## src/design/core_settings.svh

```systemverilog
`ifndef CORE_SETTINGS_SVH
`define CORE_SETTINGS_SVH

// datapath and register file
`define CORE_XLEN 32
`define CORE_REG_NUM 32
`define CORE_REG_ID_WIDTH 5

// instruction queue entries
`define CORE_INST_FIFO_DEPTH 4

// multiplier latency in cycles
`define CORE_MUL_STAGES 3

`endif

```

## src/design/inst_fifo.sv

```systemverilog
`timescale 1ns/1ns
`include "core_settings.svh"

module inst_fifo(
        input logic clk,
        input logic arst_n,
        input logic[`CORE_XLEN - 1:0] in_data,
        input logic in_valid,
        output logic in_ready,
        output logic[`CORE_XLEN - 1:0] out_data,
        output logic out_valid,
        input logic out_ready
    );

    localparam int DEPTH = `CORE_INST_FIFO_DEPTH;
    localparam int PTR_WIDTH = (DEPTH > 1) ? $clog2(DEPTH) : 1;
    localparam int CNT_WIDTH = $clog2(DEPTH + 1);

    logic[`CORE_XLEN - 1:0] mem[0:DEPTH - 1];
    logic[PTR_WIDTH - 1:0] wr_ptr;
    logic[PTR_WIDTH - 1:0] rd_ptr;
    logic[CNT_WIDTH - 1:0] count;
    logic push;
    logic pop;

    function automatic logic[PTR_WIDTH - 1:0] ptr_next(input logic[PTR_WIDTH - 1:0] ptr);
        return (ptr == PTR_WIDTH'(DEPTH - 1)) ? '0 : ptr + 1'b1;
    endfunction

    assign in_ready = count != CNT_WIDTH'(DEPTH);
    assign out_valid = count != '0;
    assign out_data = mem[rd_ptr];
    assign push = in_valid && in_ready;
    assign pop = out_valid && out_ready;

    always_ff @(posedge clk or negedge arst_n) begin
        if(!arst_n) begin
            wr_ptr <= '0;
            rd_ptr <= '0;
            count <= '0;
        end else begin
            if(push) wr_ptr <= ptr_next(wr_ptr);
            if(pop) rd_ptr <= ptr_next(rd_ptr);
            if(push && !pop) count <= count + 1'b1;
            else if(pop && !push) count <= count - 1'b1;
        end
    end

    always_ff @(posedge clk) begin
        if(push) mem[wr_ptr] <= in_data;
    end
endmodule

```

## config.mk

```make
export PLATFORM = sky130hd
export DESIGN_NAME = inst_fifo
export DESIGN_NICKNAME = d
export VERILOG_FILES = /design/src/design/inst_fifo.sv
export VERILOG_INCLUDE_DIRS = /design/src /design/src/design
export SDC_FILE = /design/constraint.sdc
export NUM_CORES = 1
export LEC_CHECK = 0
export BUFFER_PORTS_ARGS = -buffer_cell sky130_fd_sc_hd__buf_4
export CORE_MARGIN = 3
export CORE_UTILIZATION = 45
export CTS_CLUSTER_SIZE = 8
export DETAILED_ROUTE_END_ITERATION = 8
export PLACE_DENSITY = 0.75
export SLEW_MARGIN = 10
export SYNTH_ARGS = -nofsm -noshare
export SYNTH_HDL_FRONTEND = slang
export SYNTH_SLANG_ARGS = --single-unit
```

## constraint.sdc

```tcl
create_clock -name clk -period 2.4 [get_ports clk]
set_input_delay 0 -clock clk [delete_from_list [all_inputs] [get_ports clk]]
set_output_delay 0 -clock clk [all_outputs]
set_load 0.01 [all_outputs]
```

==> flow_summary.ini <==
[detailed_routing]
detail_route.wirelength_mm = 8.319
route.antenna.remaining_nets = 0
routed_via_density = 4.992
route.vias.total = 2376
routed_len_inst_um = 17.48
remaining_drc_errors = 0
drtIter0Drc = 162
drt-pass1-iter-count = 4

[floorplanning]
floorplan.die_area_sq_um = 12540
floorplan.core_area_sq_um = 10890
die_width_um = 112.0
die_height_um = 112.0
floorplan.rows = 38
initial_core_util_pct = 46.41
num_io_pins = 70

[timing]
worst_hold_slack_ns = 0.2492
finalHoldViolCount = 0
timing_max_transition_violations_final = 0
finClkSkew_ns = 0.003336
final.period_utilization_pct = 92.32
slew_headroom_pct = 42.11
finalSetupTns_ns = 0
grt_setup_unrepaired = false
finalSetupViolations = 0
post-route-min-period_ns = 2.216
max_freq_ghz = 0.4513
worstMarginPinSlew_ns = 0.8683

[setup_path]
reg2reg_setup_slack_ns = 0.18
cp_num_buf_inv = 1
timing.critical_path.max_delay_family = simple AND/OR/NAND/NOR gates
crit_path_max_fanout = 4
critical_path_arrival_ns = 2.63
critical-path-slowest-cell = sky130_fd_sc_hd__or3_2
worst_setup_path_start_kind = flip-flop
crit_path_max_incr_delay_ns = 0.51
timing.critical_path.cells = or3_2 > nand2_1 > ha_1 > inv_1 > fa_1 > xor2_1 > nor2_1 > xor2_1
required_ns = 2.81
critical_path.most_common_cell = sky130_fd_sc_hd__xor2_1
end_kind = flip-flop
critPathKind = flip-flop to flip-flop

[placement]
place_hpwl_mm = 4.920
place_area_sq_um = 5739
numPortBuffers = 69
routability_congestion = 0.7562

[run_status]
outcome = completed

[finish]
flow.area_growth_from_synthesis_pct = 33.05
finish.instance_area_sq_um = 6724
n_antenna_cell = 0
final_layout_size_suffix_gt1_share_pct = 43.75
layout_commonest_cell = sky130_fd_sc_hd__edfxtp_1
filler_cell_count = 748
layout.cells.most_common_list = 128 x sky130_fd_sc_hd__edfxtp_1, 71 x sky130_fd_sc_hd__buf_4, 36 x sky130_fd_sc_hd__dlygate4sd3_1
design.final.nets = 366

[synth]
synth.yosys.warnings = 0
total_standard_cell_area_after_synthesis_sq_um = 5054
synth.distinct_cells = 19
post_synth.cell_area_avg_sq_um = 24.77
synth_seq_area_share_pct = 79.52
yosys-top-cells-area = sky130_fd_sc_hd__edfxtp_1 76%, sky130_fd_sc_hd__mux4_2 14%, sky130_fd_sc_hd__dfrtp_1 3.5%
mappedNetlistNets = 247
synth_seq_cells = 135
cell_count_after_synthesis = 204
cell_type_contributing_the_most_total_cell_area_after_synthesis = sky130_fd_sc_hd__edfxtp_1
synth_top_area_share_pct = 76.06

[power]
vdd.ir_drop.worst_uv = 1418
power.density_cell_area_nw_per_um2 = 1252
power.static_leakage_nw = 2.391
power_mw = 8.418

[global_route]
grt.overflow.total = 0
groute.usage.overall_pct = 14.63
antenna_found_initial = 0
grt_start_max_net_pins = 33
grt_pass1_wl_mm = 13.77
first_global_vias = 2682

[clock_network]
clock_tree.buffer_depth = 2
cts_hold_buffers = 36
clock_latency_on_the_worst_skew_pair_ns = 0.49
post_cts_buffers = 0
cts_resized = 0
tritoncts_num_sinks = 135
cts_buffers = 17
worst_setup_hold_path_clk_slew_ns = 0.06
clock-root-buffer = sky130_fd_sc_hd__clkbuf_8
htreeDepth = 4
tritoncts = done

[run]
cap_violations = 0

[hold_path]
hold_path_class = input port to flip-flop
## per-layer routing
layer	global-route usage, %	vias up	routed length [um]
li1	-	1094	-
met1	17.83	1224	3525
met2	24.06	51	4290
met4	5.128	0	76
met3	5.707	7	427
met5	0	-	0
## through the flow
step,worst slack [ns],util (%),instances
2_1_floorplan,0.2765,-,204
3_3_place_gp,0.2444,52.71,408
3_5_place_dp,0.1822,52.71,408
4_1_cts,0.1552,61.76,476
5_1_grt,0.006588,61.76,476
6_report,0.1842,61.76,476
## layout make-up
type	instances	area (sq um)	area share, %
clock buffer	19	421.7	6.271
clock inverter	13	202.7	3.015
inverter	3	11.26	0.1675
multi-input combinational	58	978.4	14.55
sequential	135	4021	59.81
tap	140	175.2	2.605
timing repair buffer	108	913.4	13.58
## cell usage after synthesis
master	n
sky130_fd_sc_hd__dfrtp_1	7
sky130_fd_sc_hd__xnor2_1	1
sky130_fd_sc_hd__edfxtp_1	128
sky130_fd_sc_hd__mux2_2	3
sky130_fd_sc_hd__or3_2	1
sky130_fd_sc_hd__mux2_4	2
sky130_fd_sc_hd__fa_1	1
sky130_fd_sc_hd__xor2_1	2
sky130_fd_sc_hd__and2_4	1
sky130_fd_sc_hd__inv_1	3
sky130_fd_sc_hd__buf_2	3
sky130_fd_sc_hd__nand2_1	1
sky130_fd_sc_hd__or3b_4	1
sky130_fd_sc_hd__buf_4	3
sky130_fd_sc_hd__and3_2	4
sky130_fd_sc_hd__ha_1	6
sky130_fd_sc_hd__nor2_1	3
sky130_fd_sc_hd__clkbuf_1	2
sky130_fd_sc_hd__mux4_2	32
## flip-flops by register name, summed over array words and instances, names as in the netlist
signal	count
wr_ptr	2
rd_ptr	2
mem	128
count	3
## where the power goes
group | internal [mW] | total (mW) | switching (mW) | leakage [nW]
sequential | 3.14 | 3.40 | 0.264 | 1.25
clock | 1.79 | 2.67 | 0.888 | 0.292
combinational | 1.30 | 2.34 | 1.05 | 0.846
## cell families after synthesis
group | Yosys count | share of synthesized area [%]
xor+xnor | 3 | 0.5200
fa+ha+maj | 7 | 1.882
buf+inv | 11 | 1.114
flops | 135 | 79.52
mux | 37 | 15.52
simple gates | 11 | 1.436
## final timing paths
path,cells past startpoint,end,startpoint
min in group asynchronous,3,count[1],arst_n
max in group asynchronous,3,rd_ptr[1],arst_n
worst max register to register,8,count[2],count[1]
worst max-delay path,8,count[2],count[1]
worst min register to register,1,count[2],count[2]
worst min-delay path,2,mem[3][6],in_data[6]
Note: power is estimated with default switching activity, not from simulation.
