`config.mk`:
```
export PLATFORM = sky130hd
export DESIGN_NAME = issue
export DESIGN_NICKNAME = d
export VERILOG_FILES = /design/src/design/core_pkg.sv /design/src/design/issue.sv
export VERILOG_INCLUDE_DIRS = /design/src /design/src/design
export SDC_FILE = /design/constraint.sdc
export NUM_CORES = 1
export LEC_CHECK = 0
export BUFFER_PORTS_ARGS = -buffer_cell sky130_fd_sc_hd__buf_2
export CAP_MARGIN = 10
export CORE_AREA = 2 2 115 117
export DETAILED_ROUTE_END_ITERATION = 10
export DIE_AREA = 0 0 117 119
export PLACE_DENSITY_LB_ADDON = 0.05
export SLEW_MARGIN = 10
export SYNTH_ARGS = -nofsm -noshare
export SYNTH_HDL_FRONTEND = slang
export SYNTH_SLANG_ARGS = --single-unit
```
`constraint.sdc`:
```
create_clock -name vclk -period 1.95
set_clock_uncertainty 0.05 [all_clocks]
set_input_delay 0.2925 -clock vclk [all_inputs]
set_output_delay 0.2925 -clock vclk [all_outputs]
set_load 0.01 [all_outputs]
```
`src/design/core_settings.svh`:
```
`ifndef CORE_SETTINGS_SVH
`define CORE_SETTINGS_SVH

// datapath and register file
`define CORE_XLEN 32
`define CORE_REG_NUM 32
`define CORE_REG_ID_WIDTH 5

// instruction queue entries
`define CORE_INST_FIFO_DEPTH 4

// multiplier latency in cycles
`define CORE_MUL_STAGES 3

`endif

```
`src/design/core_pkg.sv`:
```
`include "core_settings.svh"

package core_pkg;
    typedef enum logic[3:0] {
        alu_add,
        alu_sub,
        alu_sll,
        alu_slt,
        alu_sltu,
        alu_xor,
        alu_srl,
        alu_sra,
        alu_or,
        alu_and,
        alu_lui_pass
    } alu_op_e;

    typedef enum logic {
        mul_lo,
        mul_hu
    } mul_op_e;

    typedef enum logic {
        unit_alu,
        unit_mul
    } unit_e;

    typedef struct packed {
        unit_e unit;
        alu_op_e alu_op;
        mul_op_e mul_op;
        logic[`CORE_REG_ID_WIDTH - 1:0] rs1;
        logic[`CORE_REG_ID_WIDTH - 1:0] rs2;
        logic[`CORE_REG_ID_WIDTH - 1:0] rd;
        logic use_imm;
        logic[`CORE_XLEN - 1:0] imm;
        // low when rd is x0
        logic writes_rd;
    } decode_pack_t;

    typedef struct packed {
        alu_op_e alu_op;
        mul_op_e mul_op;
        logic[`CORE_XLEN - 1:0] a;
        logic[`CORE_XLEN - 1:0] b;
        logic[`CORE_REG_ID_WIDTH - 1:0] rd;
        logic writes_rd;
    } exec_pack_t;

    typedef struct packed {
        logic[`CORE_REG_ID_WIDTH - 1:0] rd;
        logic[`CORE_XLEN - 1:0] data;
        logic writes_rd;
    } wb_pack_t;
endpackage

```
`src/design/issue.sv`:
```
`timescale 1ns/1ns
`include "core_settings.svh"

module issue(
        input core_pkg::decode_pack_t in_pack,
        input logic in_valid,
        output logic in_ready,
        output logic[`CORE_REG_ID_WIDTH - 1:0] rs1,
        output logic[`CORE_REG_ID_WIDTH - 1:0] rs2,
        input logic[`CORE_XLEN - 1:0] rs1_data,
        input logic[`CORE_XLEN - 1:0] rs2_data,
        input logic rs1_busy,
        input logic rs2_busy,
        output logic[`CORE_REG_ID_WIDTH - 1:0] rd_busy_id,
        input logic rd_busy,
        output logic set_busy,
        output logic[`CORE_REG_ID_WIDTH - 1:0] set_busy_rd,
        output core_pkg::exec_pack_t alu_pack,
        output logic alu_valid,
        input logic alu_ready,
        output core_pkg::exec_pack_t mul_pack,
        output logic mul_valid,
        input logic mul_ready
    );
    import core_pkg::*;

    logic hazard;
    logic unit_ready;
    logic fire;
    exec_pack_t exec;

    assign rs1 = in_pack.rs1;
    assign rs2 = in_pack.rs2;
    assign rd_busy_id = in_pack.rd;

    // raw on either source, waw on rd
    assign hazard = rs1_busy || rs2_busy || rd_busy;
    assign unit_ready = (in_pack.unit == unit_alu) ? alu_ready : mul_ready;
    assign in_ready = !hazard && unit_ready;
    assign fire = in_valid && in_ready;

    assign exec.alu_op = in_pack.alu_op;
    assign exec.mul_op = in_pack.mul_op;
    assign exec.a = rs1_data;
    assign exec.b = in_pack.use_imm ? in_pack.imm : rs2_data;
    assign exec.rd = in_pack.rd;
    assign exec.writes_rd = in_pack.writes_rd;

    assign alu_pack = exec;
    assign mul_pack = exec;
    assign alu_valid = in_valid && !hazard && in_pack.unit == unit_alu;
    assign mul_valid = in_valid && !hazard && in_pack.unit == unit_mul;

    assign set_busy = fire && in_pack.writes_rd;
    assign set_busy_rd = in_pack.rd;
endmodule

```
==> flow_summary.json <==
{
  "crit_path_end_kind": "output pin",
  "setup_tns_ns": 0,
  "ant_nets": 0,
  "total_power_mw": 0.359,
  "setup_viol": 0,
  "ir_drop_uv": 106,
  "synthAdderAreaFrac": 0,
  "critPathLaunchType": "input pin",
  "synthMuxAreaShare": 0.296,
  "synth_commonest_cells": "138 x buf_4, 30 x mux2_4, 3 x buf_12",
  "layout_setup_ws_ns": 0.442,
  "crit_end": "mul_pack[35]",
  "met1_usage": 0.0383,
  "netlist_instances": 180,
  "area_growth_pct": -9.27,
  "syn-num-nets": 305,
  "fin_util": 0.115,
  "nNetsFinal": 309,
  "synthXorXnorAreaFrac": 0,
  "num_rows": 42,
  "dp_slack_ns": 0.417,
  "syn_area_per_cell_um2": 9.07,
  "max_freq_mhz": 663,
  "initial_utilization": 0.127,
  "grt_antenna_before_repair": 0,
  "met3_usage": 0.0163,
  "synth_compound_area_frac": 0,
  "place.gp.congestion": 0.627,
  "p_per_area_nw_per_um2": 243,
  "grt_pass1_vias": 936,
  "cp.arrival_ns": 1.17,
  "synth_top_cell_by_area": "buf_4",
  "wl_um": 3580,
  "drc": 0,
  "cts_resized": 0,
  "ys_seq_area_frac": 0,
  "placedCellCount": 358,
  "drive_gt1_frac": 0.973,
  "vias": 968,
  "drt_first_pass_iters": 4,
  "hold_buffers": 0,
  "cts_setup_buffers": 0,
  "seq_cells": 0,
  "die_h_um": 119,
  "max_slew_margin": 0.822,
  "vias_per_cell": 2.70,
  "use_met2": 0.0798,
  "grt_max_degree": 33,
  "antennaDiodeCount": 0,
  "post_dp_cell_area_um2": 1480,
  "hold_ws_ns": 0.535,
  "finalCritPeriodShare": 0.774,
  "rsz0062_at_grt": "false",
  "wire_per_inst_um": 10.0,
  "yosys-top-cells-area": "buf_4 63%, mux2_4 28%, buf_12 3.7%",
  "synth_top_family_by_area": "buffers and inverters",
  "synthSimpleGateAreaFrac": 0.0261,
  "hp-class": "input pin to output pin",
  "maxCapViolCount": 0,
  "layout.cells.non_filler": 358,
  "grt-busiest-layer": "met2",
  "drt_iter0_drc": 4,
  "gr-total-overflow": 0,
  "fin_crit_ns": 1.51,
  "startpoint": "in_pack[33]",
  "grt_pass1_wl_um": 4670,
  "leakage_nw": 0.854,
  "yosysMostFrequentCell": "buf_4",
  "tightest_slew_ns": 0.267,
  "fin_area_um2": 1480,
  "synth.top_cell.area_share": 0.634,
  "ioPinCount": 299,
  "clkbuf_count": 0,
  "die_x_um": 117,
  "crit_type": "input pin to output pin",
  "required_ns": 1.61,
  "cp_max_fo": 32,
  "core_region_area_um2": 12900,
  "hold_viol": 0,
  "yosysWarningCount": 0,
  "syn-cell-area_um2": 1630,
  "fp.dieArea_um2": 13900,
  "status": "complete, no violations",
  "seq_area_um2": 0,
  "globalRouteTotalUtil": 0.0423,
  "synth_cell_types": 11,
  "io_buffers": 143,
  "finalMaxSlewViolations": 0
}
==> critical path, stage by stage <==
cell and delay (ns):
buf_2 0.10, buf_12 0.25, mux2_2 0.38, buf_2 0.14
==> worst min path at each step <==
stage	startpoint	endpoint	slack, ns	cells past startpoint
2_1_floorplan	in_pack[54]	alu_valid	0.58	1
3_3_place_gp	in_pack[46]	rs1[2]	0.54	0
3_5_place_dp	in_pack[46]	rs1[2]	0.54	0
4_1_cts	in_pack[46]	rs1[2]	0.54	0
5_1_grt	rs1_data[20]	alu_pack[58]	0.54	0
6_report	rs1_data[18]	alu_pack[56]	0.54	0
==> report_power, final <==
group | leakage, nW | switching, mW | internal [mW]
clock network | 0 | 0 | 0
registers | 0 | 0 | 0
logic | 0.854 | 0.156 | 0.203
total | 0.854 | 0.156 | 0.203
==> logic make-up (layout without fill, tap and decap cells) <==
logic type | count (synthesis) | count (layout)
buf+inv | 142 | 144
mux | 33 | 33
simple gates | 5 | 5
==> cells in the final DEF (no fill, tap or decap), drive strengths merged <==
| master | Yosys | layout |
|---|---|---|
| buf | 142 | 144 |
| mux2 | 32 | 32 |
| nor4b | 1 | 1 |
| nor2b | 1 | 1 |
| and2 | 1 | 1 |
| mux2i | 1 | 1 |
| nor4 | 1 | 1 |
| and3b | 1 | 1 |
==> layout make-up <==
cell class,instances,area [um^2]
fillers,1491,11400
multi-input cells,38,526
repair buffers,144,736
well taps,176,220
==> per-layer routing <==
layer | routed length [um] | vias to the layer above
met5 | 0 | -
met3 | 525 | 19
met4 | 126 | 0
met1 | 1070 | 410
li1 | - | 441
met2 | 1860 | 98
No activity file was read; power rests on OpenSTA's default activity.
