## src/design/core_settings.svh

```systemverilog
`ifndef CORE_SETTINGS_SVH
`define CORE_SETTINGS_SVH

// datapath and register file
`define CORE_XLEN 32
`define CORE_REG_NUM 32
`define CORE_REG_ID_WIDTH 5

// instruction queue entries
`define CORE_INST_FIFO_DEPTH 4

// multiplier latency in cycles
`define CORE_MUL_STAGES 3

`endif

```

## src/design/regfile.sv

```systemverilog
`timescale 1ns/1ns
`include "core_settings.svh"

module regfile(
        input logic clk,
        input logic arst_n,
        input logic[`CORE_REG_ID_WIDTH - 1:0] rs1,
        input logic[`CORE_REG_ID_WIDTH - 1:0] rs2,
        output logic[`CORE_XLEN - 1:0] rs1_data,
        output logic[`CORE_XLEN - 1:0] rs2_data,
        output logic rs1_busy,
        output logic rs2_busy,
        input logic[`CORE_REG_ID_WIDTH - 1:0] rd_busy_id,
        output logic rd_busy,
        input logic set_busy,
        input logic[`CORE_REG_ID_WIDTH - 1:0] set_busy_rd,
        input logic wr_en,
        input logic[`CORE_REG_ID_WIDTH - 1:0] wr_rd,
        input logic[`CORE_XLEN - 1:0] wr_data
    );

    logic[`CORE_XLEN - 1:0] regs[0:`CORE_REG_NUM - 1];
    logic[`CORE_REG_NUM - 1:0] busy;

    // x0 is never written
    always_ff @(posedge clk or negedge arst_n) begin
        if(!arst_n) begin
            for(int i = 0;i < `CORE_REG_NUM;i++) regs[i] <= '0;
        end else if(wr_en && wr_rd != '0) begin
            regs[wr_rd] <= wr_data;
        end
    end

    // a set in the same cycle overrides the clear
    always_ff @(posedge clk or negedge arst_n) begin
        if(!arst_n) begin
            busy <= '0;
        end else begin
            if(wr_en) busy[wr_rd] <= 1'b0;
            if(set_busy && set_busy_rd != '0) busy[set_busy_rd] <= 1'b1;
        end
    end

    assign rs1_data = (rs1 == '0) ? '0 : regs[rs1];
    assign rs2_data = (rs2 == '0) ? '0 : regs[rs2];
    assign rs1_busy = busy[rs1];
    assign rs2_busy = busy[rs2];
    assign rd_busy = busy[rd_busy_id];
endmodule

```

## config.mk

```make
export PLATFORM = sky130hd
export DESIGN_NAME = regfile
export DESIGN_NICKNAME = d
export VERILOG_FILES = /design/src/design/regfile.sv
export VERILOG_INCLUDE_DIRS = /design/src /design/src/design
export SDC_FILE = /design/constraint.sdc
export NUM_CORES = 2
export LEC_CHECK = 0
export BUFFER_PORTS_ARGS = -buffer_cell sky130_fd_sc_hd__buf_2
export CORE_MARGIN = 2
export CORE_UTILIZATION = 54
export CTS_BUF_LIST = sky130_fd_sc_hd__clkbuf_4
export DETAILED_ROUTE_END_ITERATION = 16
export GPL_ROUTABILITY_DRIVEN = 0
export GPL_TIMING_DRIVEN = 0
export PLACE_DENSITY = 0.7
export SLEW_MARGIN = 10
export SYNTH_ARGS = -nofsm -noshare
export SYNTH_HDL_FRONTEND = slang
export SYNTH_SLANG_ARGS = --single-unit
export TNS_END_PERCENT = 5
```

## constraint.sdc

```tcl
create_clock -name clk -period 3 [get_ports clk]
set_input_delay 0.15 -clock clk [delete_from_list [all_inputs] [get_ports clk]]
set_output_delay 0.15 -clock clk [all_outputs]
set_load 0.01 [all_outputs]
```

==> results.json <==
{
  "dpl.cell_count": 5300,
  "synth-seq-cells": 1056,
  "start_util_pct": 54.42,
  "cts_root_buf": "clkbuf_4",
  "vias": 42620,
  "cellLeakagePower_uw": 0.02823,
  "synth_flop_cell": "dfrtp_1",
  "yosysSeqAreaShare_pct": 46.98,
  "setup_tns_ns": -19.60,
  "required_ns": 2.85,
  "grt_first_pass_wirelength_mm": 314.7,
  "maxCapViolations": 0,
  "endpoint_kind": "output pin",
  "syn-num-nets": 3849,
  "placed_area_um2": 58890,
  "antenna_found_initial": 16,
  "grt_usage_pct": 42.25,
  "path_cells": "buf_2 -> buf_2 -> nand3b_1 -> clkbuf_1 -> o22ai_1 -> a2111oi_2 -> nor3_2 -> buf_2",
  "core_um2": 103300,
  "arrival_ns": 3.60,
  "period_needed_ns": 3.752,
  "htree_levels": 5,
  "slew_headroom_pct": 3.536,
  "grt_max_degree": 138,
  "stdcell_area_um2": 64970,
  "syn_area_per_cell_um2": 14.85,
  "drc": 0,
  "finalNonFillerCells": 5909,
  "hold_viol": 0,
  "clk_pin_slew_ns": 0.07,
  "num_rows": 118,
  "syn_inst": 3788,
  "port_buffers": 121,
  "io-pin-count": 128,
  "whs_ns": 0.04546,
  "async_reset_ff_share_pct": 100.0,
  "final_cell_mix": "dfrtp_1 (1,053), mux2_2 (1,027), clkbuf_4 (441), mux4_2 (433), buf_2 (213)",
  "irDropWorstVdd_mv": 0.4450,
  "cts_tree": "yes",
  "dp_slack_ns": -1.427,
  "cp_max_fo": 10,
  "critPathLaunchType": "primary input",
  "clk-insertion-delay-late_ns": 1.22,
  "dr.first_iter.drc_count": 6012,
  "maxSlewViolCount": 0,
  "gr-total-overflow": 0,
  "wl_per_cell_um": 38.04,
  "dieArea_um2": 106800,
  "outcome": "finished with violations",
  "syn_area_um2": 56240,
  "die_h_um": 326.7,
  "dieWidth_um": 326.7,
  "finalWirelength_mm": 224.8,
  "nFillCells": 7961,
  "worstSetupPathType": "primary input to output pin",
  "cts_num_sinks": 1056,
  "hold_class": "primary input to async pin",
  "critPathMostFrequentCell": "buf_2",
  "ys_warn_count": 0,
  "viasPerCell": 7.212,
  "final_common_cell": "dfrtp_1",
  "setup_violations": 67,
  "area_delta_synth_final_pct": 15.52,
  "dp.final_hpwl_mm": 151.5,
  "max_freq_ghz": 0.2665,
  "nets": 4390,
  "timing.final.ws_setup_ns": -0.7518,
  "drive_gt1_share_pct": 53.63,
  "slowest_delay_ns": 1.02,
  "rsz0062_at_grt": "true",
  "grt_pass1_vias": 42630,
  "clock_path_buffers": 4,
  "cts_buffers": 300,
  "ant_nets": 0,
  "fin_skew_ns": 0,
  "synth_edf_count": 0,
  "violations": "setup timing",
  "worstMarginPinSlew_ns": 1.447,
  "power_density_nw_per_um2": 656.6,
  "synth_cell_types": 50,
  "first_pass_iters": 8,
  "crit_slowest_cell": "clkbuf_1",
  "min_period_over_period_pct": 125.1
}
-- repair_timing --
item,4_1_cts,5_1_grt
resized for setup,269,30
endpoints found under the hold margin,1505,0
hold buffers,104,0
endpoints found under the setup margin,67,67
buffers inserted,4,1
pin swaps,79,9
-- worst paths after layout --
kind                                  from           end  slack [ns]  depth (start not counted)
worst max register to register     regs[0]       regs[0]        1.66                          2
worst min register to register  regs[1020]    regs[1020]        0.48                          1
max in group asynchronous           arst_n     regs[934]        0.78                          6
worst max-delay path                rs2[2]  rs2_data[15]       -0.75                          8
min in group clk                  wr_rd[1]       busy[0]        0.10                          4
worst min-delay path                arst_n     regs[252]        0.05                          3
-- metrics by stage --
| stage | util (%) | power [µW] |
|---|---|---|
| after floorplan | - | 24830 |
| after global placement | 56.68 | 27850 |
| after CTS | 62.68 | 42050 |
| final | 62.87 | 42660 |
| after global routing | 62.86 | 44070 |
| after detailed placement | 56.98 | 28220 |
-- cells by family (layout without fill, tap and decap cells) --
logic type,count (synthesis),after routing,synth area share [%]
mux,1672,1672,41.74
flops,1056,1056,46.98
compound gates,446,446,5.913
buf+inv,441,1175,3.633
simple gates,173,173,1.735
other cells,0,7,0
-- cell usage after synthesis, types with 17 or more instances --
library cell / number / area, µm²
buf_2: 96 / 480.5
o22ai_1: 41 / 256.5
o21ai_0: 97 / 485.5
a22o_1: 69 / 604.3
buf_4: 25 / 187.7
o221ai_1: 24 / 210.2
dfrtp_1: 1056 / 26430
a22oi_1: 34 / 255.2
nor2_1: 22 / 82.58
mux2_2: 1039 / 11700
mux2i_1: 184 / 1842
buf_6: 17 / 191.4
a211oi_1: 66 / 495.5
nor3_1: 29 / 145.1
a311oi_1: 38 / 332.8
clkbuf_1: 244 / 915.9
mux4_2: 433 / 9752
buf_1: 52 / 195.2
and2_1: 34 / 212.7
nand2_1: 21 / 78.83
a221oi_1: 32 / 280.3
-- critical path: cells and delay by family --
family | cells | cell delay [ns]
AOI/OAI and AO/OA | 2 | 1.39
and+or+nand+nor | 2 | 0.34
buffers and inverters | 4 | 1.67
-- where the power goes --
group | leakage (µW) | internal (µW) | switching, µW
registers | 0.0135 | 17000 | 2290
logic | 0.0125 | 5340 | 4560
clock network | 0.00220 | 7070 | 6430
total | 0.0282 | 29400 | 13300
-- area by class of cell --
type | count | area, µm² | share of cell area (%)
Antenna cell | 7 | 17.52 | 0.02696
Buffer | 437 | 2092 | 3.220
Clock buffer | 439 | 3296 | 5.073
Clock inverter | 56 | 347.8 | 0.5354
Inverter | 2 | 7.507 | 0.01155
Multi-Input combinational cell | 2291 | 29090 | 44.77
Sequential cell | 1056 | 26430 | 40.68
Tap cell | 1380 | 1727 | 2.658
Timing Repair Buffer | 241 | 1966 | 3.025
-- flip-flops by register name, indices dropped and copies added, names as in the netlist --
name  cells
busy     32
regs   1024
-- routing by layer --
layer  up-vias  part of all wire (%)  GRT usage [%]
li1      16020                     -              -
met1     21990                    35          52.81
met2      3653                    42          57.97
met3       938                    16          21.71
met4        14                   7.4          26.27
met5         -                 0.056         0.3549
Power figures use the tool's default switching activity.
