<file path="config.mk">
export PLATFORM = sky130hd
export DESIGN_NAME = execute_alu
export DESIGN_NICKNAME = d
export VERILOG_FILES = /design/src/design/core_pkg.sv /design/src/design/execute_alu.sv
export VERILOG_INCLUDE_DIRS = /design/src /design/src/design
export SDC_FILE = /design/constraint.sdc
export NUM_CORES = 1
export LEC_CHECK = 0
export ABC_CLOCK_PERIOD_IN_PS = 2100
export BUFFER_PORTS_ARGS = -buffer_cell sky130_fd_sc_hd__buf_2
export CAP_MARGIN = 20
export CORE_MARGIN = 1.5
export CORE_UTILIZATION = 45
export DETAILED_ROUTE_END_ITERATION = 16
export GPL_TIMING_DRIVEN = 0
export PLACE_DENSITY = 0.7
export SLEW_MARGIN = 20
export SYNTH_ARGS = -nofsm -noshare
export SYNTH_HDL_FRONTEND = slang
export SYNTH_SLANG_ARGS = --single-unit
</file>
<file path="constraint.sdc">
create_clock -name clk -period 2.1 [get_ports clk]
set_input_delay 0.42 -clock clk [delete_from_list [all_inputs] [get_ports clk]]
set_output_delay 0.42 -clock clk [all_outputs]
set_load 0.05 [all_outputs]
</file>
<file path="src/design/core_settings.svh">
`ifndef CORE_SETTINGS_SVH
`define CORE_SETTINGS_SVH

// datapath and register file
`define CORE_XLEN 32
`define CORE_REG_NUM 32
`define CORE_REG_ID_WIDTH 5

// instruction queue entries
`define CORE_INST_FIFO_DEPTH 4

// multiplier latency in cycles
`define CORE_MUL_STAGES 3

`endif

</file>
<file path="src/design/core_pkg.sv">
`include "core_settings.svh"

package core_pkg;
    typedef enum logic[3:0] {
        alu_add,
        alu_sub,
        alu_sll,
        alu_slt,
        alu_sltu,
        alu_xor,
        alu_srl,
        alu_sra,
        alu_or,
        alu_and,
        alu_lui_pass
    } alu_op_e;

    typedef enum logic {
        mul_lo,
        mul_hu
    } mul_op_e;

    typedef enum logic {
        unit_alu,
        unit_mul
    } unit_e;

    typedef struct packed {
        unit_e unit;
        alu_op_e alu_op;
        mul_op_e mul_op;
        logic[`CORE_REG_ID_WIDTH - 1:0] rs1;
        logic[`CORE_REG_ID_WIDTH - 1:0] rs2;
        logic[`CORE_REG_ID_WIDTH - 1:0] rd;
        logic use_imm;
        logic[`CORE_XLEN - 1:0] imm;
        // low when rd is x0
        logic writes_rd;
    } decode_pack_t;

    typedef struct packed {
        alu_op_e alu_op;
        mul_op_e mul_op;
        logic[`CORE_XLEN - 1:0] a;
        logic[`CORE_XLEN - 1:0] b;
        logic[`CORE_REG_ID_WIDTH - 1:0] rd;
        logic writes_rd;
    } exec_pack_t;

    typedef struct packed {
        logic[`CORE_REG_ID_WIDTH - 1:0] rd;
        logic[`CORE_XLEN - 1:0] data;
        logic writes_rd;
    } wb_pack_t;
endpackage

</file>
<file path="src/design/execute_alu.sv">
`timescale 1ns/1ns
`include "core_settings.svh"

module execute_alu(
        input logic clk,
        input logic arst_n,
        input core_pkg::exec_pack_t in_pack,
        input logic in_valid,
        output logic in_ready,
        output core_pkg::wb_pack_t out_pack,
        output logic out_valid,
        input logic out_ready
    );
    import core_pkg::*;

    logic[`CORE_XLEN - 1:0] a;
    logic[`CORE_XLEN - 1:0] b;
    logic[4:0] shamt;
    logic[`CORE_XLEN - 1:0] result;

    assign a = in_pack.a;
    assign b = in_pack.b;
    assign shamt = b[4:0];

    always_comb begin
        case(in_pack.alu_op)
            alu_add: result = a + b;
            alu_sub: result = a - b;
            alu_sll: result = a << shamt;
            alu_slt: result = `CORE_XLEN'($signed(a) < $signed(b));
            alu_sltu: result = `CORE_XLEN'(a < b);
            alu_xor: result = a ^ b;
            alu_srl: result = a >> shamt;
            alu_sra: result = $signed(a) >>> shamt;
            alu_or: result = a | b;
            alu_and: result = a & b;
            default: result = b;
        endcase
    end

    assign in_ready = !out_valid || out_ready;

    always_ff @(posedge clk or negedge arst_n) begin
        if(!arst_n) out_valid <= 1'b0;
        else if(in_ready) out_valid <= in_valid;
    end

    always_ff @(posedge clk) begin
        if(in_valid && in_ready) begin
            out_pack.rd <= in_pack.rd;
            out_pack.data <= result;
            out_pack.writes_rd <= in_pack.writes_rd;
        end
    end
endmodule

</file>
==> results by group <==
Die
  – IO Pins: roughly 120
  – Die extent in x: roughly 150 um
  – Die area: around 24000 um^2
  – CORE AREA: approximately 22000 um^2
  – Die H: 153 um
  – # rows: 54
  – Initial Utilization: 46.2%

Yosys
  – Synth top area share: 11.9%
  – Post-Syn Nets: approximately 1500
  – Mapped Avg Cell Area: 7.67 um^2
  – Adder-cell area share of the yosys netlist: 12.3%
  – Dominant cells by area after synthesis: ha_1, edfxtp_1, mux4_2
  – Cell Area, Synth: 10200 um^2
  – Mux share of post-synthesis cell area: 17.4%
  – Asr flop ratio synth: 2.56%
  – #FFs+latches synth: 39
  – Top_reg_cell synth: edfxtp_1
  – Commonest cells in the netlist: nor2_1, a21oi_1, nand2_1
  – Synth warn: 0
  – Syn Inst Count: approximately 1300
  – Distinct cells, synth: 94
  – Post-synthesis xor/xnor area fraction: 1.81%
  – Largest family of logic cells by synthesized area: compound AO/OA/AOI/OAI gates
  – Simple-Gate Fraction of Synth Area: 17.4%
  – Complex-gate fraction of the synthesized area: just over 30%
  – Most frequent cell after synthesis: nor2_1
  – Post-synth EDFFs: 38
  – Sequential area share after synthesis: between 10 and 15%
  – Post-synth top area cell: ha_1

Timing
  – RSZ-0062 raised after global routing: true
  – Fmax: 308 MHz
  – Count of final setup violators: 32
  – Max Slew Vio Count: 0
  – Least-Margin Pin Slew: 1070 ps
  – Minimum clock period: 3240 ps
  – Fin crit share: 154%
  – Setup ws final: -1140 ps
  – Setup_tns: -26760 ps
  – Clock Skews: 10.5 ps
  – Normalized max-slew margin: 28.8%
  – Final Hold Vio Count: 0

Clocking
  – Worst-path clk slew: 70 ps
  – CTS tree: done
  – Clk_lat worst skew: slightly above 300 ps
  – Root Driver: clkbuf_16
  – Bufs on Longest Clock Path: 2
  – Htree depth: 2
  – CTS Sinks: 39
  – Clock buffer count from CTS: 5

Detailed routing
  – First-iteration detailed-routing DRC count: 1853
  – DR pass1 iterations: 8
  – DRC Markers: 0
  – Vias: 13200
  – DR WL/cell: 31.5 um
  – Final ANT Viol Nets: 0
  – DRT Wirelength: 57.2 mm
  – Vias per Instance: 7.28

Critical path
  – Setup CP Type: in2reg
  – CP Data Required Time: 2140 ps
  – Flop2flop setup slack: 410 ps
  – Setup crit end kind: flip-flop
  – Startpoint types: input pin
  – Worst EP arrival: 3280 ps
  – CP Max Fanout: 4

Finish
  – ANT cells: 0
  – Share of cells above drive strength 1: 36.3%
  – Layout area overhead: 34.4%
  – Final net count: 1711
  – Util after Layout: 62.1%

Global routing
  – Initial antenna violation count: 0
  – First-pass GRT wire length: between 80 and 90 mm
  – Vias in the first global route: 12300
  – GR Util All Layers: 47.0%
  – Largest net degree at the start of global routing: 39
  – GR Overflow Total: 0

Run status
  – Outcome: finished with violations
  – Failing checks: setup timing

Pwr
  – Leak: roughly 5.6 nW
  – Power per Cell Area: 430 nW/um^2
  – Worst VDD drop: 0.308 mV

Job
  – Max cap viols: 0

Worst hold path
  – Worst Hold Class: in2reg

Place
  – Final HPWL DP: ~42 mm
  – PortBufs: between 100 and 150
  – Placer Congestion: 1.05
## layout by cell type, fill, tap and decap left out, drive strengths merged, types with 10 or more instances in the layout
master / count
o31ai: 17
a21o: 16
clkbuf: 59
or3: 13
mux2i: 44
a31oi: 11
inv: 97
nor2: 144
a22oi: 16
edfxtp: 38
nand2: 107
o21ai: 99
nor2b: 10
nor3: 32
o22ai: 10
o2111ai: 11
ha: 97
mux2: 24
a21oi: 124
buf: 242
a211oi: 29
xnor2: 17
nand3: 28
mux4: 45
o211ai: 20
o21bai: 16
nand4: 11
a221oi: 28
## layout make-up
type	count	area, um^2
Clock buffer	5	125
Timing Repair Buffer	204	1430
Clock inverter	3	25.0
Sequential cell	39	1170
Inverter	100	422
Fill cell	1963	8350
Buffer	94	766
Tap cell	280	350
Multi-Input combinational cell	1089	9390
## registers in the layout, summed over array words and instances, names as in the netlist
signal     flops
out_pack      38
out_valid      1
## worst max-delay path, cell delays in order
cell	delay, ps
buf_12	110
clkinv_16	60
buf_12	120
buf_12	130
buf_12	130
ha_4	240
nor2b_4	120
o211ai_1	150
a211oi_2	380
nor3b_2	120
o31a_2	360
o31ai_4	320
mux2_4	340
a211oi_2	180
o22ai_1	100
## metrics by stage
| stage | hold WS [ps] | worst slack, ps | total power [mW] | instances | cell area [um^2] |
|---|---|---|---|---|---|
| after CTS | 280 | -1110 | 5.41 | 1791 | 13000 |
| after global placement | 194 | -2110 | 4.13 | 1724 | 11400 |
| after global routing | 280 | -1180 | 6.02 | 1814 | 13700 |
| after detailed placement | 197 | -2080 | 4.13 | 1724 | 11400 |
| after floorplan | 124 | -1070 | 3.07 | 1327 | 10500 |
| final | 279 | -1140 | 5.88 | 1814 | 13700 |
## where the power goes
part	switching (mW)	internal, mW	leakage (nW)
Sequential	0.0136	0.941	0.377
Clock	0.401	0.446	0.0700
Combinational	2.60	1.48	5.16
Total	3.01	2.87	5.60
## metal layers
layer	part of all wire, %	vias up	track usage (%)
met5	0	-	0
met4	6.9	0	24.2
met3	14	305	13.4
met2	41	1226	69.1
met1	38	6233	62.5
li1	-	5439	-
## what timing repair did
item | CTS | global route
hold buffers | 1 | 0
pin swaps | 66 | 71
setup buffers | 62 | 26
hold endpoints to repair | 1 | 0
setup endpoints to repair | 32 | 32
gates resized for setup | 266 | 125
## path summary, 6_finish.rpt
check,start,to,cells after the start
hold reg to reg,out_valid,out_valid,2
max in group asynchronous,arst_n,out_valid,2
setup reg to reg,out_valid,out_pack[3],2
setup / recovery,in_pack[8],out_pack[29],15
hold / removal,in_pack[3],out_pack[35],1
min in group asynchronous,arst_n,out_valid,2
## cells by family (layout without fill, tap and decap cells)
logic type	Yosys count	in the layout
compound gates	468	468
xor+xnor	21	21
fa+ha+maj	99	99
buf+inv	199	406
flops	39	39
mux	113	113
simple gates	388	388
Note: power is estimated with default switching activity, not from simulation.
