==> config.mk <==
export PLATFORM = sky130hd
export DESIGN_NAME = execute_mul
export DESIGN_NICKNAME = d
export VERILOG_FILES = /design/src/design/core_pkg.sv /design/src/design/execute_mul.sv
export VERILOG_INCLUDE_DIRS = /design/src /design/src/design
export SDC_FILE = /design/constraint.sdc
export NUM_CORES = 2
export LEC_CHECK = 0
export CAP_MARGIN = 10
export CELL_PAD_IN_SITES_DETAIL_PLACEMENT = 0
export CELL_PAD_IN_SITES_GLOBAL_PLACEMENT = 1
export CORE_MARGIN = 2
export CORE_UTILIZATION = 35
export CTS_BUF_LIST = sky130_fd_sc_hd__clkbuf_4 sky130_fd_sc_hd__clkbuf_8
export CTS_CLUSTER_DIAMETER = 30
export DETAILED_ROUTE_END_ITERATION = 12
export DONT_BUFFER_PORTS = 1
export PLACE_DENSITY_LB_ADDON = 0.2
export RECOVER_POWER = 100
export SETUP_SLACK_MARGIN = 0.5
export SYNTH_ARGS = -nofsm -noshare
export SYNTH_HDL_FRONTEND = slang
export SYNTH_SLANG_ARGS = --single-unit
export TNS_END_PERCENT = 20
==> constraint.sdc <==
create_clock -name clk -period 16.66 [get_ports clk]
set_input_delay 4.998 -clock clk [delete_from_list [all_inputs] [get_ports clk]]
set_output_delay 4.998 -clock clk [all_outputs]
set_load 0.02 [all_outputs]
==> src/design/core_settings.svh <==
`ifndef CORE_SETTINGS_SVH
`define CORE_SETTINGS_SVH

// datapath and register file
`define CORE_XLEN 32
`define CORE_REG_NUM 32
`define CORE_REG_ID_WIDTH 5

// instruction queue entries
`define CORE_INST_FIFO_DEPTH 4

// multiplier latency in cycles
`define CORE_MUL_STAGES 3

`endif

==> src/design/core_pkg.sv <==
`include "core_settings.svh"

package core_pkg;
    typedef enum logic[3:0] {
        alu_add,
        alu_sub,
        alu_sll,
        alu_slt,
        alu_sltu,
        alu_xor,
        alu_srl,
        alu_sra,
        alu_or,
        alu_and,
        alu_lui_pass
    } alu_op_e;

    typedef enum logic {
        mul_lo,
        mul_hu
    } mul_op_e;

    typedef enum logic {
        unit_alu,
        unit_mul
    } unit_e;

    typedef struct packed {
        unit_e unit;
        alu_op_e alu_op;
        mul_op_e mul_op;
        logic[`CORE_REG_ID_WIDTH - 1:0] rs1;
        logic[`CORE_REG_ID_WIDTH - 1:0] rs2;
        logic[`CORE_REG_ID_WIDTH - 1:0] rd;
        logic use_imm;
        logic[`CORE_XLEN - 1:0] imm;
        // low when rd is x0
        logic writes_rd;
    } decode_pack_t;

    typedef struct packed {
        alu_op_e alu_op;
        mul_op_e mul_op;
        logic[`CORE_XLEN - 1:0] a;
        logic[`CORE_XLEN - 1:0] b;
        logic[`CORE_REG_ID_WIDTH - 1:0] rd;
        logic writes_rd;
    } exec_pack_t;

    typedef struct packed {
        logic[`CORE_REG_ID_WIDTH - 1:0] rd;
        logic[`CORE_XLEN - 1:0] data;
        logic writes_rd;
    } wb_pack_t;
endpackage

==> src/design/execute_mul.sv <==
`timescale 1ns/1ns
`include "core_settings.svh"

module execute_mul(
        input logic clk,
        input logic arst_n,
        input core_pkg::exec_pack_t in_pack,
        input logic in_valid,
        output logic in_ready,
        output core_pkg::wb_pack_t out_pack,
        output logic out_valid,
        input logic out_ready
    );
    import core_pkg::*;

    localparam int STAGES = `CORE_MUL_STAGES;

    typedef struct packed {
        mul_op_e op;
        logic[2 * `CORE_XLEN - 1:0] prod;
        logic[`CORE_REG_ID_WIDTH - 1:0] rd;
        logic writes_rd;
    } mul_stage_t;

    mul_stage_t stage[0:STAGES - 1];
    logic[STAGES - 1:0] stage_valid;
    logic advance;

    // whole pipe holds when the last stage is blocked
    assign advance = !stage_valid[STAGES - 1] || out_ready;
    assign in_ready = advance;

    always_ff @(posedge clk or negedge arst_n) begin
        if(!arst_n) begin
            stage_valid <= '0;
        end else if(advance) begin
            stage_valid[0] <= in_valid;
            for(int i = 1;i < STAGES;i++) stage_valid[i] <= stage_valid[i - 1];
        end
    end

    always_ff @(posedge clk) begin
        if(advance) begin
            stage[0].op <= in_pack.mul_op;
            stage[0].prod <= in_pack.a * in_pack.b;
            stage[0].rd <= in_pack.rd;
            stage[0].writes_rd <= in_pack.writes_rd;
            for(int i = 1;i < STAGES;i++) stage[i] <= stage[i - 1];
        end
    end

    // unsigned product, low half is the same for mul
    assign out_valid = stage_valid[STAGES - 1];
    assign out_pack.rd = stage[STAGES - 1].rd;
    assign out_pack.writes_rd = stage[STAGES - 1].writes_rd;
    assign out_pack.data = (stage[STAGES - 1].op == mul_hu) ?
        stage[STAGES - 1].prod[2 * `CORE_XLEN - 1:`CORE_XLEN] :
        stage[STAGES - 1].prod[`CORE_XLEN - 1:0];
endmodule

==> impl_metrics.toml <==
[floorplanning]
dieArea_um2 = 118600
fp.dieH_um = 344.4
start_util = 0.3538
ios = 119
dieWidth_um = 344.4
core_um2 = 114700
placementRows = 124

[sta]
fmax_ghz = 0.08152
slew_viol_final = 254
period_needed_ps = 12270
clock_skew_ps = 30.52
fin_tns_setup_ps = 0
rsz0062_at_grt = "false"
slew_headroom = -2.015
setup_viol = 0
hold_viol = 0
tightest_slew_ps = 4522
period_share = 0.7363

[logic_synthesis]
synth_top_area_frac = 0.4422
ys.flop_type = "edfxtp_1"
synth.ff_latch_count = 216
yosysWarnings = 0
postSynthAreaPerCell_um2 = 10.18
synth-async-reset-ratio = 0.01389
synth_cell_types = 75
synth_edf_count = 213
syn-num-nets = 5222
synth_most_common_cell = "fa_1"
synth_seq_area_share = 0.1595
synthTopCellsByArea = "fa_1, edfxtp_1, and2_1"
syn_area_um2 = 40560
syn-instance-count = 3984
synthTopCellsByCount = "fa_1, inv_1, and2_1"
synth_area_leader_cell = "fa_1"

[critical_path]
crit_path_top_delay_cell = "a2111oi_0"
slowest_delay_ps = 700
cpMostUsedCell = "fa_1"
critPathKind = "in2reg"
path_cells = "and2_1 > fa_1 > inv_1 > fa_1 > inv_1 > fa_1 > fa_1 > fa_1 > fa_1 > fa_1 > inv_1 > fa_1 > inv_1 > ha_1 > nand4_1 > nor2_1 > nand2_1 > a2111oi_0 > o21ai_0 > and4_1 > o31ai_1 > xor2_1"
required_ps = 16890
arrival_ps = 12500
crit_family = "adder cells"
path_buf_inv = 4
crit_fanout = 32
endpoint_kind = "register"
cp-start-kind = "primary input"

[cells_and_area]
num-fill-cells = 11670
nNetsFinal = 5035
area_growth_pct = 4.170
stdcell_count = 5341
drive_gt1_frac = 0.02143

[placed_design]
gp_congestion = 0.8154
io_buffers = 0
dp_hpwl_um = 85380
placed_cells = 5269

[clock_network]
h-tree-depth = 2
cts_buffer_depth = 3
cts_resized = 0
clock-root-buffer = "clkbuf_8"
cts.sinks = 216
clk_latency_ps = 500
cts.clk_slew.worst_paths_ps = 60
holdBufCountCts = 0
cts_buffers = 38
cts_tree = "built"
cts_post_setup_buffers_inserted = 0

[drt]
dr.pass1.iters = 5
wirelength_um = 108500
ant_nets = 0
via_count = 25520
via_per_inst = 4.778
first_iter_violations = 1169
post-route-drc-count = 0
wl_per_cell_um = 20.32

[outcome]
status = "finished, violations left"
violations = "max-capacitance violations, max-slew violations"

[grt]
grt_start_max_net_pins = 89
grt-ovfl-total = 0
track_usage = 0.1907
antenna_found_initial = 3
grt_pass1_wl_um = 174300
first_global_vias = 28670

[min_path]
holdCritPathClass = "reg2reg"

[flow_run]
drv_cap = 4
-- registers in the layout (all words and copies together), names as in the netlist --
signal,count
stage,213
stage_valid,3
-- per-layer routing --
layer / routed length (um) / track usage / up-vias
met5: 0 / 0 / -
met1: 51170 / 0.2735 / 13640
met2: 52890 / 0.3258 / 356
met4: 751 / 0.01649 / 0
li1: - / - / 11460
met3: 3717 / 0.01714 / 61
-- per-stage QoR --
stage | area [um^2] | utilization | hold slack (ps) | setup WS (ps)
after floorplan | 40560 | - | 400.3 | 1354
after global placement | 41570 | 0.3626 | 400.2 | 4412
after detailed placement | 41570 | 0.3626 | 404.5 | 4386
after CTS | 42370 | 0.3696 | 382.2 | 4947
after global routing | 42250 | 0.3685 | 392.5 | 4067
final | 42260 | 0.3685 | 383.7 | 4393
-- worst paths after layout --
path,start,endpoint,slack [ps],cells after the start
hold / removal,stage[0][97],stage[0][168],380,0
setup / recovery,in_pack[23],stage[0][62],4390,22
max in group asynchronous,arst_n,stage_valid[1],12380,0
hold reg to reg,stage[0][97],stage[0][168],380,0
min in group asynchronous,arst_n,stage_valid[2],4210,0
setup reg to reg,stage_valid[2],stage[0][97],10830,2
-- final cells by class --
class / instances / area [um^2] / area share
Timing Repair Buffer: 3 / 11.26 / 0.0002665
Inverter: 858 / 3221 / 0.07622
Antenna cell: 2 / 5.005 / 0.0001184
Clock inverter: 18 / 163.9 / 0.003879
Tap cell: 1512 / 1892 / 0.04477
Multi-Input combinational cell: 2680 / 29860 / 0.7066
Sequential cell: 216 / 6471 / 0.1531
Clock buffer: 52 / 634.4 / 0.01501
-- worst reg2reg max path, stage by stage (launching register included) --
cell      delay [ps]
dfrtp_1          450
nand2b_1        1510
clkbuf_1        3280
-- cell usage in the layout, fill, tap and decap left out, types with 11 or more instances in the layout --
| master | instances |
|---|---|
| ha_1 | 263 |
| nand3_1 | 14 |
| inv_1 | 858 |
| xor2_1 | 22 |
| a21o_1 | 39 |
| mux2_1 | 31 |
| xnor2_1 | 34 |
| nand4_1 | 23 |
| nor2_1 | 32 |
| o21a_1 | 12 |
| o21bai_1 | 13 |
| and2_1 | 593 |
| nand2_1 | 481 |
| edfxtp_1 | 213 |
| a31oi_1 | 11 |
| o21ai_0 | 34 |
| fa_1 | 896 |
| a21oi_1 | 74 |
| and2_0 | 13 |
| clkbuf_8 | 39 |
| clkbuf_4 | 13 |
-- cells by family (layout without fill, tap and decap cells) --
kind of cell	Yosys count	after routing	share of synthesized area
DFF	216	216	0.1595
muxes	37	37	0.01024
buffers and inverters	1088	931	0.1019
AOI/OAI and AO/OA	225	225	0.03877
and+or+nand+nor	1203	1203	0.1542
adders and majority gates	1159	1159	0.5233
other	0	2	0
xor gates and xnor gates	56	56	0.01209
Power is left out: the tool's default activity adds up to more than one toggle a clock period on the data nets, which glitch-free logic cannot reach.
