File: src/design/core_settings.svh
`ifndef CORE_SETTINGS_SVH
`define CORE_SETTINGS_SVH

// datapath and register file
`define CORE_XLEN 32
`define CORE_REG_NUM 32
`define CORE_REG_ID_WIDTH 5

// instruction queue entries
`define CORE_INST_FIFO_DEPTH 4

// multiplier latency in cycles
`define CORE_MUL_STAGES 3

`endif

File: src/design/core_pkg.sv
`include "core_settings.svh"

package core_pkg;
    typedef enum logic[3:0] {
        alu_add,
        alu_sub,
        alu_sll,
        alu_slt,
        alu_sltu,
        alu_xor,
        alu_srl,
        alu_sra,
        alu_or,
        alu_and,
        alu_lui_pass
    } alu_op_e;

    typedef enum logic {
        mul_lo,
        mul_hu
    } mul_op_e;

    typedef enum logic {
        unit_alu,
        unit_mul
    } unit_e;

    typedef struct packed {
        unit_e unit;
        alu_op_e alu_op;
        mul_op_e mul_op;
        logic[`CORE_REG_ID_WIDTH - 1:0] rs1;
        logic[`CORE_REG_ID_WIDTH - 1:0] rs2;
        logic[`CORE_REG_ID_WIDTH - 1:0] rd;
        logic use_imm;
        logic[`CORE_XLEN - 1:0] imm;
        // low when rd is x0
        logic writes_rd;
    } decode_pack_t;

    typedef struct packed {
        alu_op_e alu_op;
        mul_op_e mul_op;
        logic[`CORE_XLEN - 1:0] a;
        logic[`CORE_XLEN - 1:0] b;
        logic[`CORE_REG_ID_WIDTH - 1:0] rd;
        logic writes_rd;
    } exec_pack_t;

    typedef struct packed {
        logic[`CORE_REG_ID_WIDTH - 1:0] rd;
        logic[`CORE_XLEN - 1:0] data;
        logic writes_rd;
    } wb_pack_t;
endpackage

File: src/design/wb.sv
`timescale 1ns/1ns
`include "core_settings.svh"

module wb(
        input core_pkg::wb_pack_t alu_pack,
        input logic alu_valid,
        output logic alu_ready,
        input core_pkg::wb_pack_t mul_pack,
        input logic mul_valid,
        output logic mul_ready,
        output logic wr_en,
        output logic[`CORE_REG_ID_WIDTH - 1:0] wr_rd,
        output logic[`CORE_XLEN - 1:0] wr_data,
        output logic retire_valid,
        output logic[`CORE_REG_ID_WIDTH - 1:0] retire_rd,
        output logic[`CORE_XLEN - 1:0] retire_data
    );
    import core_pkg::*;

    wb_pack_t sel;

    // multiplier first, alu waits behind it
    assign mul_ready = 1'b1;
    assign alu_ready = !mul_valid;
    assign sel = mul_valid ? mul_pack : alu_pack;

    assign wr_en = (mul_valid || alu_valid) && sel.writes_rd;
    assign wr_rd = sel.rd;
    assign wr_data = sel.data;

    assign retire_valid = wr_en;
    assign retire_rd = sel.rd;
    assign retire_data = sel.data;
endmodule

File: config.mk
export PLATFORM = sky130hd
export DESIGN_NAME = wb
export DESIGN_NICKNAME = d
export VERILOG_FILES = /design/src/design/core_pkg.sv /design/src/design/wb.sv
export VERILOG_INCLUDE_DIRS = /design/src /design/src/design
export SDC_FILE = /design/constraint.sdc
export NUM_CORES = 1
export LEC_CHECK = 0
export BUFFER_PORTS_ARGS = -buffer_cell sky130_fd_sc_hd__buf_2
export CAP_MARGIN = 20
export CORE_AREA = 2 2 61 63
export DETAILED_ROUTE_END_ITERATION = 10
export DIE_AREA = 0 0 63 65
export PLACE_DENSITY = 0.81
export SLEW_MARGIN = 20
export SYNTH_ARGS = -nofsm -noshare
export SYNTH_HDL_FRONTEND = slang
export SYNTH_SLANG_ARGS = --single-unit
export TNS_END_PERCENT = 30
File: constraint.sdc
create_clock -name vclk -period 1.5
set_input_delay 0.3 -clock vclk [all_inputs]
set_output_delay 0.3 -clock vclk [all_outputs]
set_load 0.01 [all_outputs]
==> impl_metrics.csv, run 1 <==
group,metric,value,unit
status,outcome,"complete, no violations",
grt,grt_pass1_vias,882,
synthesis,synth_top_area_share,0.5380,
power,cellPowerDensity,361.5,mW/mm^2
timing,hold_viol,0,
grt,antenna_found_initial,0,
floorplan,die_area,0.004095,sq mm
grt,grt-ovfl-total,0,
detailed_routing,drc,0,
grt,track_usage,0.09853,
floorplan,die_w,63,um
placed_design,routabilityCongestion,0.7467,
timing,setup_violations,0,
grt,grt_pass1_wl,3484,um
synthesis,syn-num-nets,163,
synthesis,yosysMostFrequentCell,"buf_4",
floorplan,pin_count,156,
critical_path,crit_fanout,22,
critical_path,cp-end-kind,"primary output",
finish,seq_area,0,sq um
synthesis,ys_warn_count,0,
finish,n_clock_buffer,0,
timing,finalCritPeriodShare,0.9400,
cts,postCtsHoldBufs,0,
detailed_routing,routed_via_density,3.955,
detailed_routing,first_pass_iters,2,
detailed_routing,vias,977,
grt,grt_max_degree,23,
synthesis,syn_area,774.5,sq um
floorplan,initial_core_util,0.2215,
critical_path,cp-start-kind,"input port",
cts,cts_resized,0,
flow_run,timing.max_cap.violations,0,
synthesis,synthCells,85,
floorplan,core,0.003496,sq mm
cts,cts_setup_buffers,0,
timing,setup-tns-final,0,ps
finish,seq_cell_count,0,
floorplan,rows,22,
critical_path,cp.arrival,1110,ps
detailed_routing,drtIter0Drc,5,
finish,layout-drive-gt1-share,0.9749,
timing,max_freq,709.2,MHz
critical_path,critical_path_class,"input port to primary output",
synthesis,synth_common_cells,"buf_4 (39), mux2_2 (37), buf_6 (4), nand2_1 (2)",
critical_path,cp_data_required_time,1200,ps
timing,rsz0062_at_grt,"false",
power,p_leak,0.7890,nW
finish,final_nets,279,
finish,antenna_cells,0,
synthesis,synth_top_cell_by_area,"mux2_2",
synthesis,avgSynthCellArea,9.112,sq um
floorplan,die_y,65,um
synthesis,ys_top_cells_by_area,"mux2_2 (54%), buf_4 (38%), buf_6 (5.8%)",
timing,drv_slew,0,
timing,layout_min_cycle_time,1410,ps
min_path,holdCritPathClass,"input port to primary output",
synthesis,ys_types,7,
finish,synthToLayoutAreaGrowth,69.47,%
detailed_routing,wl,2467,um
detailed_routing,antenna_left,0,
detailed_routing,wl_per_cell,9.988,um
finish,final_util,0.3754,
power,ir_drop,0.1659,mV
placed_design,io_buffers,155,
synthesis,synth_seq_area_share,0,
[worst max-delay path, cell delays in order]
cell and delay (ps):
buf_2 130, buf_12 170, mux2_2 360, buf_2 140
[path summary, 6_finish.rpt]
kind / start / to / slack, ps / depth (start not counted)
max: mul_valid / wr_data[30] / 90 / 4
min: alu_pack[10] / retire_data[9] / 920 / 3
[per-stage QoR]
step | power [mW] | hold WS [ps] | cells | setup slack, ps | area [sq um]
after floorplan | 0.3362 | 762.0 | 85 | 238.9 | 774.5
after global placement | 0.4708 | 917.4 | 247 | 88.95 | 1313
after detailed placement | 0.4782 | 925.4 | 247 | 85.64 | 1313
after CTS | 0.4803 | 927.1 | 247 | 83.94 | 1313
after global routing | 0.5133 | 939.7 | 247 | 46.35 | 1313
final | 0.4744 | 923.3 | 247 | 89.94 | 1313
[layout by cell type, fill, tap and decap left out]
cell       n
nand2_1    2
conb_1     1
mux2_2    37
buf_2    155
o21ai_0    1
inv_1      1
buf_12     2
[area by class of cell]
| class | instances | area [sq um] |
|---|---|---|
| Multi-Input combinational cell | 41 | 432.9 |
| Inverter | 1 | 3.754 |
| Timing Repair Buffer | 157 | 815.8 |
| Fill cell | 389 | 2183 |
| Tap cell | 48 | 60.06 |
[where the power goes]
group	leakage (nW)	internal, mW	switching [mW]
Sequential	0	0	0
Clock	0	0	0
Combinational	0.789	0.257	0.217
[metal layers]
layer | vias to the layer above | track usage | wire (um)
met5 | - | 0 | 0
met2 | 64 | 0.2207 | 1383
met1 | 436 | 0.1021 | 858
met4 | 0 | 0 | 0
met3 | 0 | 0.006944 | 224
li1 | 477 | - | -
[cells by family (layout without fill, tap and decap cells)]
kind of cell / count (synthesis) / in the layout / share of synthesized area
simple gates: 2 / 2 / 0.009697
buf+inv: 44 / 158 / 0.4410
other cells: 1 / 1 / 0.004842
compound gates: 1 / 1 / 0.006456
mux: 37 / 37 / 0.5380
Note: power is estimated with default switching activity, not from simulation.
==> run 2: changes to the inputs <==
--- a/config.mk
+++ b/config.mk
@@ -16,4 +16,4 @@
 export SYNTH_ARGS = -nofsm -noshare
 export SYNTH_HDL_FRONTEND = slang
 export SYNTH_SLANG_ARGS = --single-unit
-export TNS_END_PERCENT = 30
+export TNS_END_PERCENT = 20
==> constraint.sdc (replaced) <==
create_clock -name vclk -period 1.8
set_input_delay 0.36 -clock vclk [all_inputs]
set_output_delay 0.36 -clock vclk [all_outputs]
set_load 0.01 [all_outputs]
==> run 2 against run 1 <==
Via count shrank 1.5%. Combinational power shrank 18%. Sequential share of layout area is the same. Critical endpoint is now retire_rd[3]. Largest cell class unchanged. Largest power group unchanged.
==> impl_metrics.csv, run 2 (synthesis results as in run 1) <==
group,metric,value,unit
status,outcome,"complete, no violations",
finish,seq_area,0,sq um
placed_design,pre_cts_ws,224.5,ps
power,p_total,390.3,uW
grt,grt_pass1_vias,854,
floorplan,initial_core_util,0.2215,
timing,layout_min_cycle_time,1567,ps
finish,seq_cell_count,0,
timing,finalWorstSetupSlack,232.7,ps
critical_path,critPathSlowestCell,"mux2_2",
critical_path,crit_chain,"buf_2 -> buf_12 -> mux2_2 -> buf_2",
cts,cts_resized,0,
detailed_routing,first_pass_iters,4,
critical_path,cp_num_cells,4,
detailed_routing,wl,2487,um
placed_design,postPlaceCellArea,0.001292,sq mm
critical_path,max_stage_delay,370,ps
grt,grt-ovfl-total,0,
finish,layout_common_cells,"buf_2 (155), mux2_2 (37), nand2_1 (2)",
finish,layout_commonest_cell,"buf_2",
timing,setup_violations,0,
critical_path,crit_family,"buffers and inverters",
detailed_routing,routed_via_density,3.911,
cts,cts_setup_buffers,0,
timing,rsz0062_at_grt,"false",
finish,layout-drive-gt1-share,0.9747,
detailed_routing,antenna_left,0,
detailed_routing,wl_per_cell,10.11,um
grt,grt_max_degree,41,
placed_design,routabilityCongestion,0.7631,
finish,final_nets,278,
power,ir_drop,0.1522,mV
critical_path,critical_path_class,"input port to primary output",
finish,synthToLayoutAreaGrowth,66.88,%
critical_path,crit_buf_inv,3,
detailed_routing,drc,0,
finish,antenna_cells,0,
flow_run,timing.max_cap.violations,0,
grt,track_usage,0.1000,
grt,grt_pass1_wl,3532,um
floorplan,die_y,65,um
power,p_leak,0.7796,nW
placed_design,dp_hpwl,2230,um
critical_path,cp.arrival,1210,ps
critical_path,cp-end-kind,"primary output",
critical_path,crit_fanout,40,
critical_path,crit_path_frequent_cell,"buf_2",
critical_path,cp-start-kind,"input port",
floorplan,rows,22,
timing,drv_slew,0,
timing,hold_slack,1046,ps
placed_design,io_buffers,155,
timing,hold_viol,0,
timing,setup-tns-final,0,ps
floorplan,die_area,0.004095,sq mm
critical_path,cp_data_required_time,1440,ps
power,cellPowerDensity,301.9,mW/mm^2
timing,max_freq,638.0,MHz
cts,postCtsHoldBufs,0,
floorplan,die_w,63,um
floorplan,pin_count,156,
placed_design,dp.cells,246,
detailed_routing,vias,962,
timing,finalCritPeriodShare,0.8707,
critical_path,endpoint,"retire_rd[3]",
finish,final_util,0.3697,
grt,antenna_found_initial,0,
finish,n_clock_buffer,0,
detailed_routing,drtIter0Drc,7,
finish,fin_cells,246,
finish,fin_area,0.001292,sq mm
min_path,holdCritPathClass,"input port to primary output",
critical_path,crit_start,"mul_valid",
floorplan,core,0.003496,sq mm
run 2: cell types whose count changed in the layout (fill, tap and decap cells not counted):
cell / change
buf_12: -1
run 2: how the worst min path moves through the flow:
| stage | slack [ps] | startpoint | cells after the start | to |
|---|---|---|---|---|
| after global placement | 1040 | mul_pack[0] | 4 | wr_en |
| final | 1050 | mul_pack[15] | 3 | retire_data[14] |
| after global routing | 1050 | mul_pack[15] | 3 | wr_data[14] |
| after CTS | 1050 | mul_pack[15] | 3 | wr_data[14] |
| after detailed placement | 1050 | mul_pack[15] | 3 | wr_data[14] |
| after floorplan | 880 | alu_pack[1] | 1 | retire_data[0] |
run 2: power breakdown:
group	internal, mW	switching [mW]	total, mW
clock network	0	0	0
registers	0	0	0
logic	0.210	0.180	0.390
total	0.210	0.180	0.390
run 2: worst min-delay path, stage by stage:
cell and delay [ps]:
buf_2 70, mux2_2 140, buf_2 120
run 2: cell type report:
class	instances	area (sq um)
Fill cell	391	2203
Timing Repair Buffer	156	795.8
Multi-Input combinational cell	41	432.9
Tap cell	48	60.06
Inverter	1	3.754
run 2: routing by layer:
| metal | share of wire | track usage | vias to the layer above |
|---|---|---|---|
| li1 | - | - | 474 |
| met1 | 0.35 | 0.1115 | 420 |
| met2 | 0.55 | 0.2141 | 68 |
| met3 | 0.095 | 0.006944 | 0 |
| met4 | 0 | 0 | 0 |
| met5 | 0 | 0 | - |
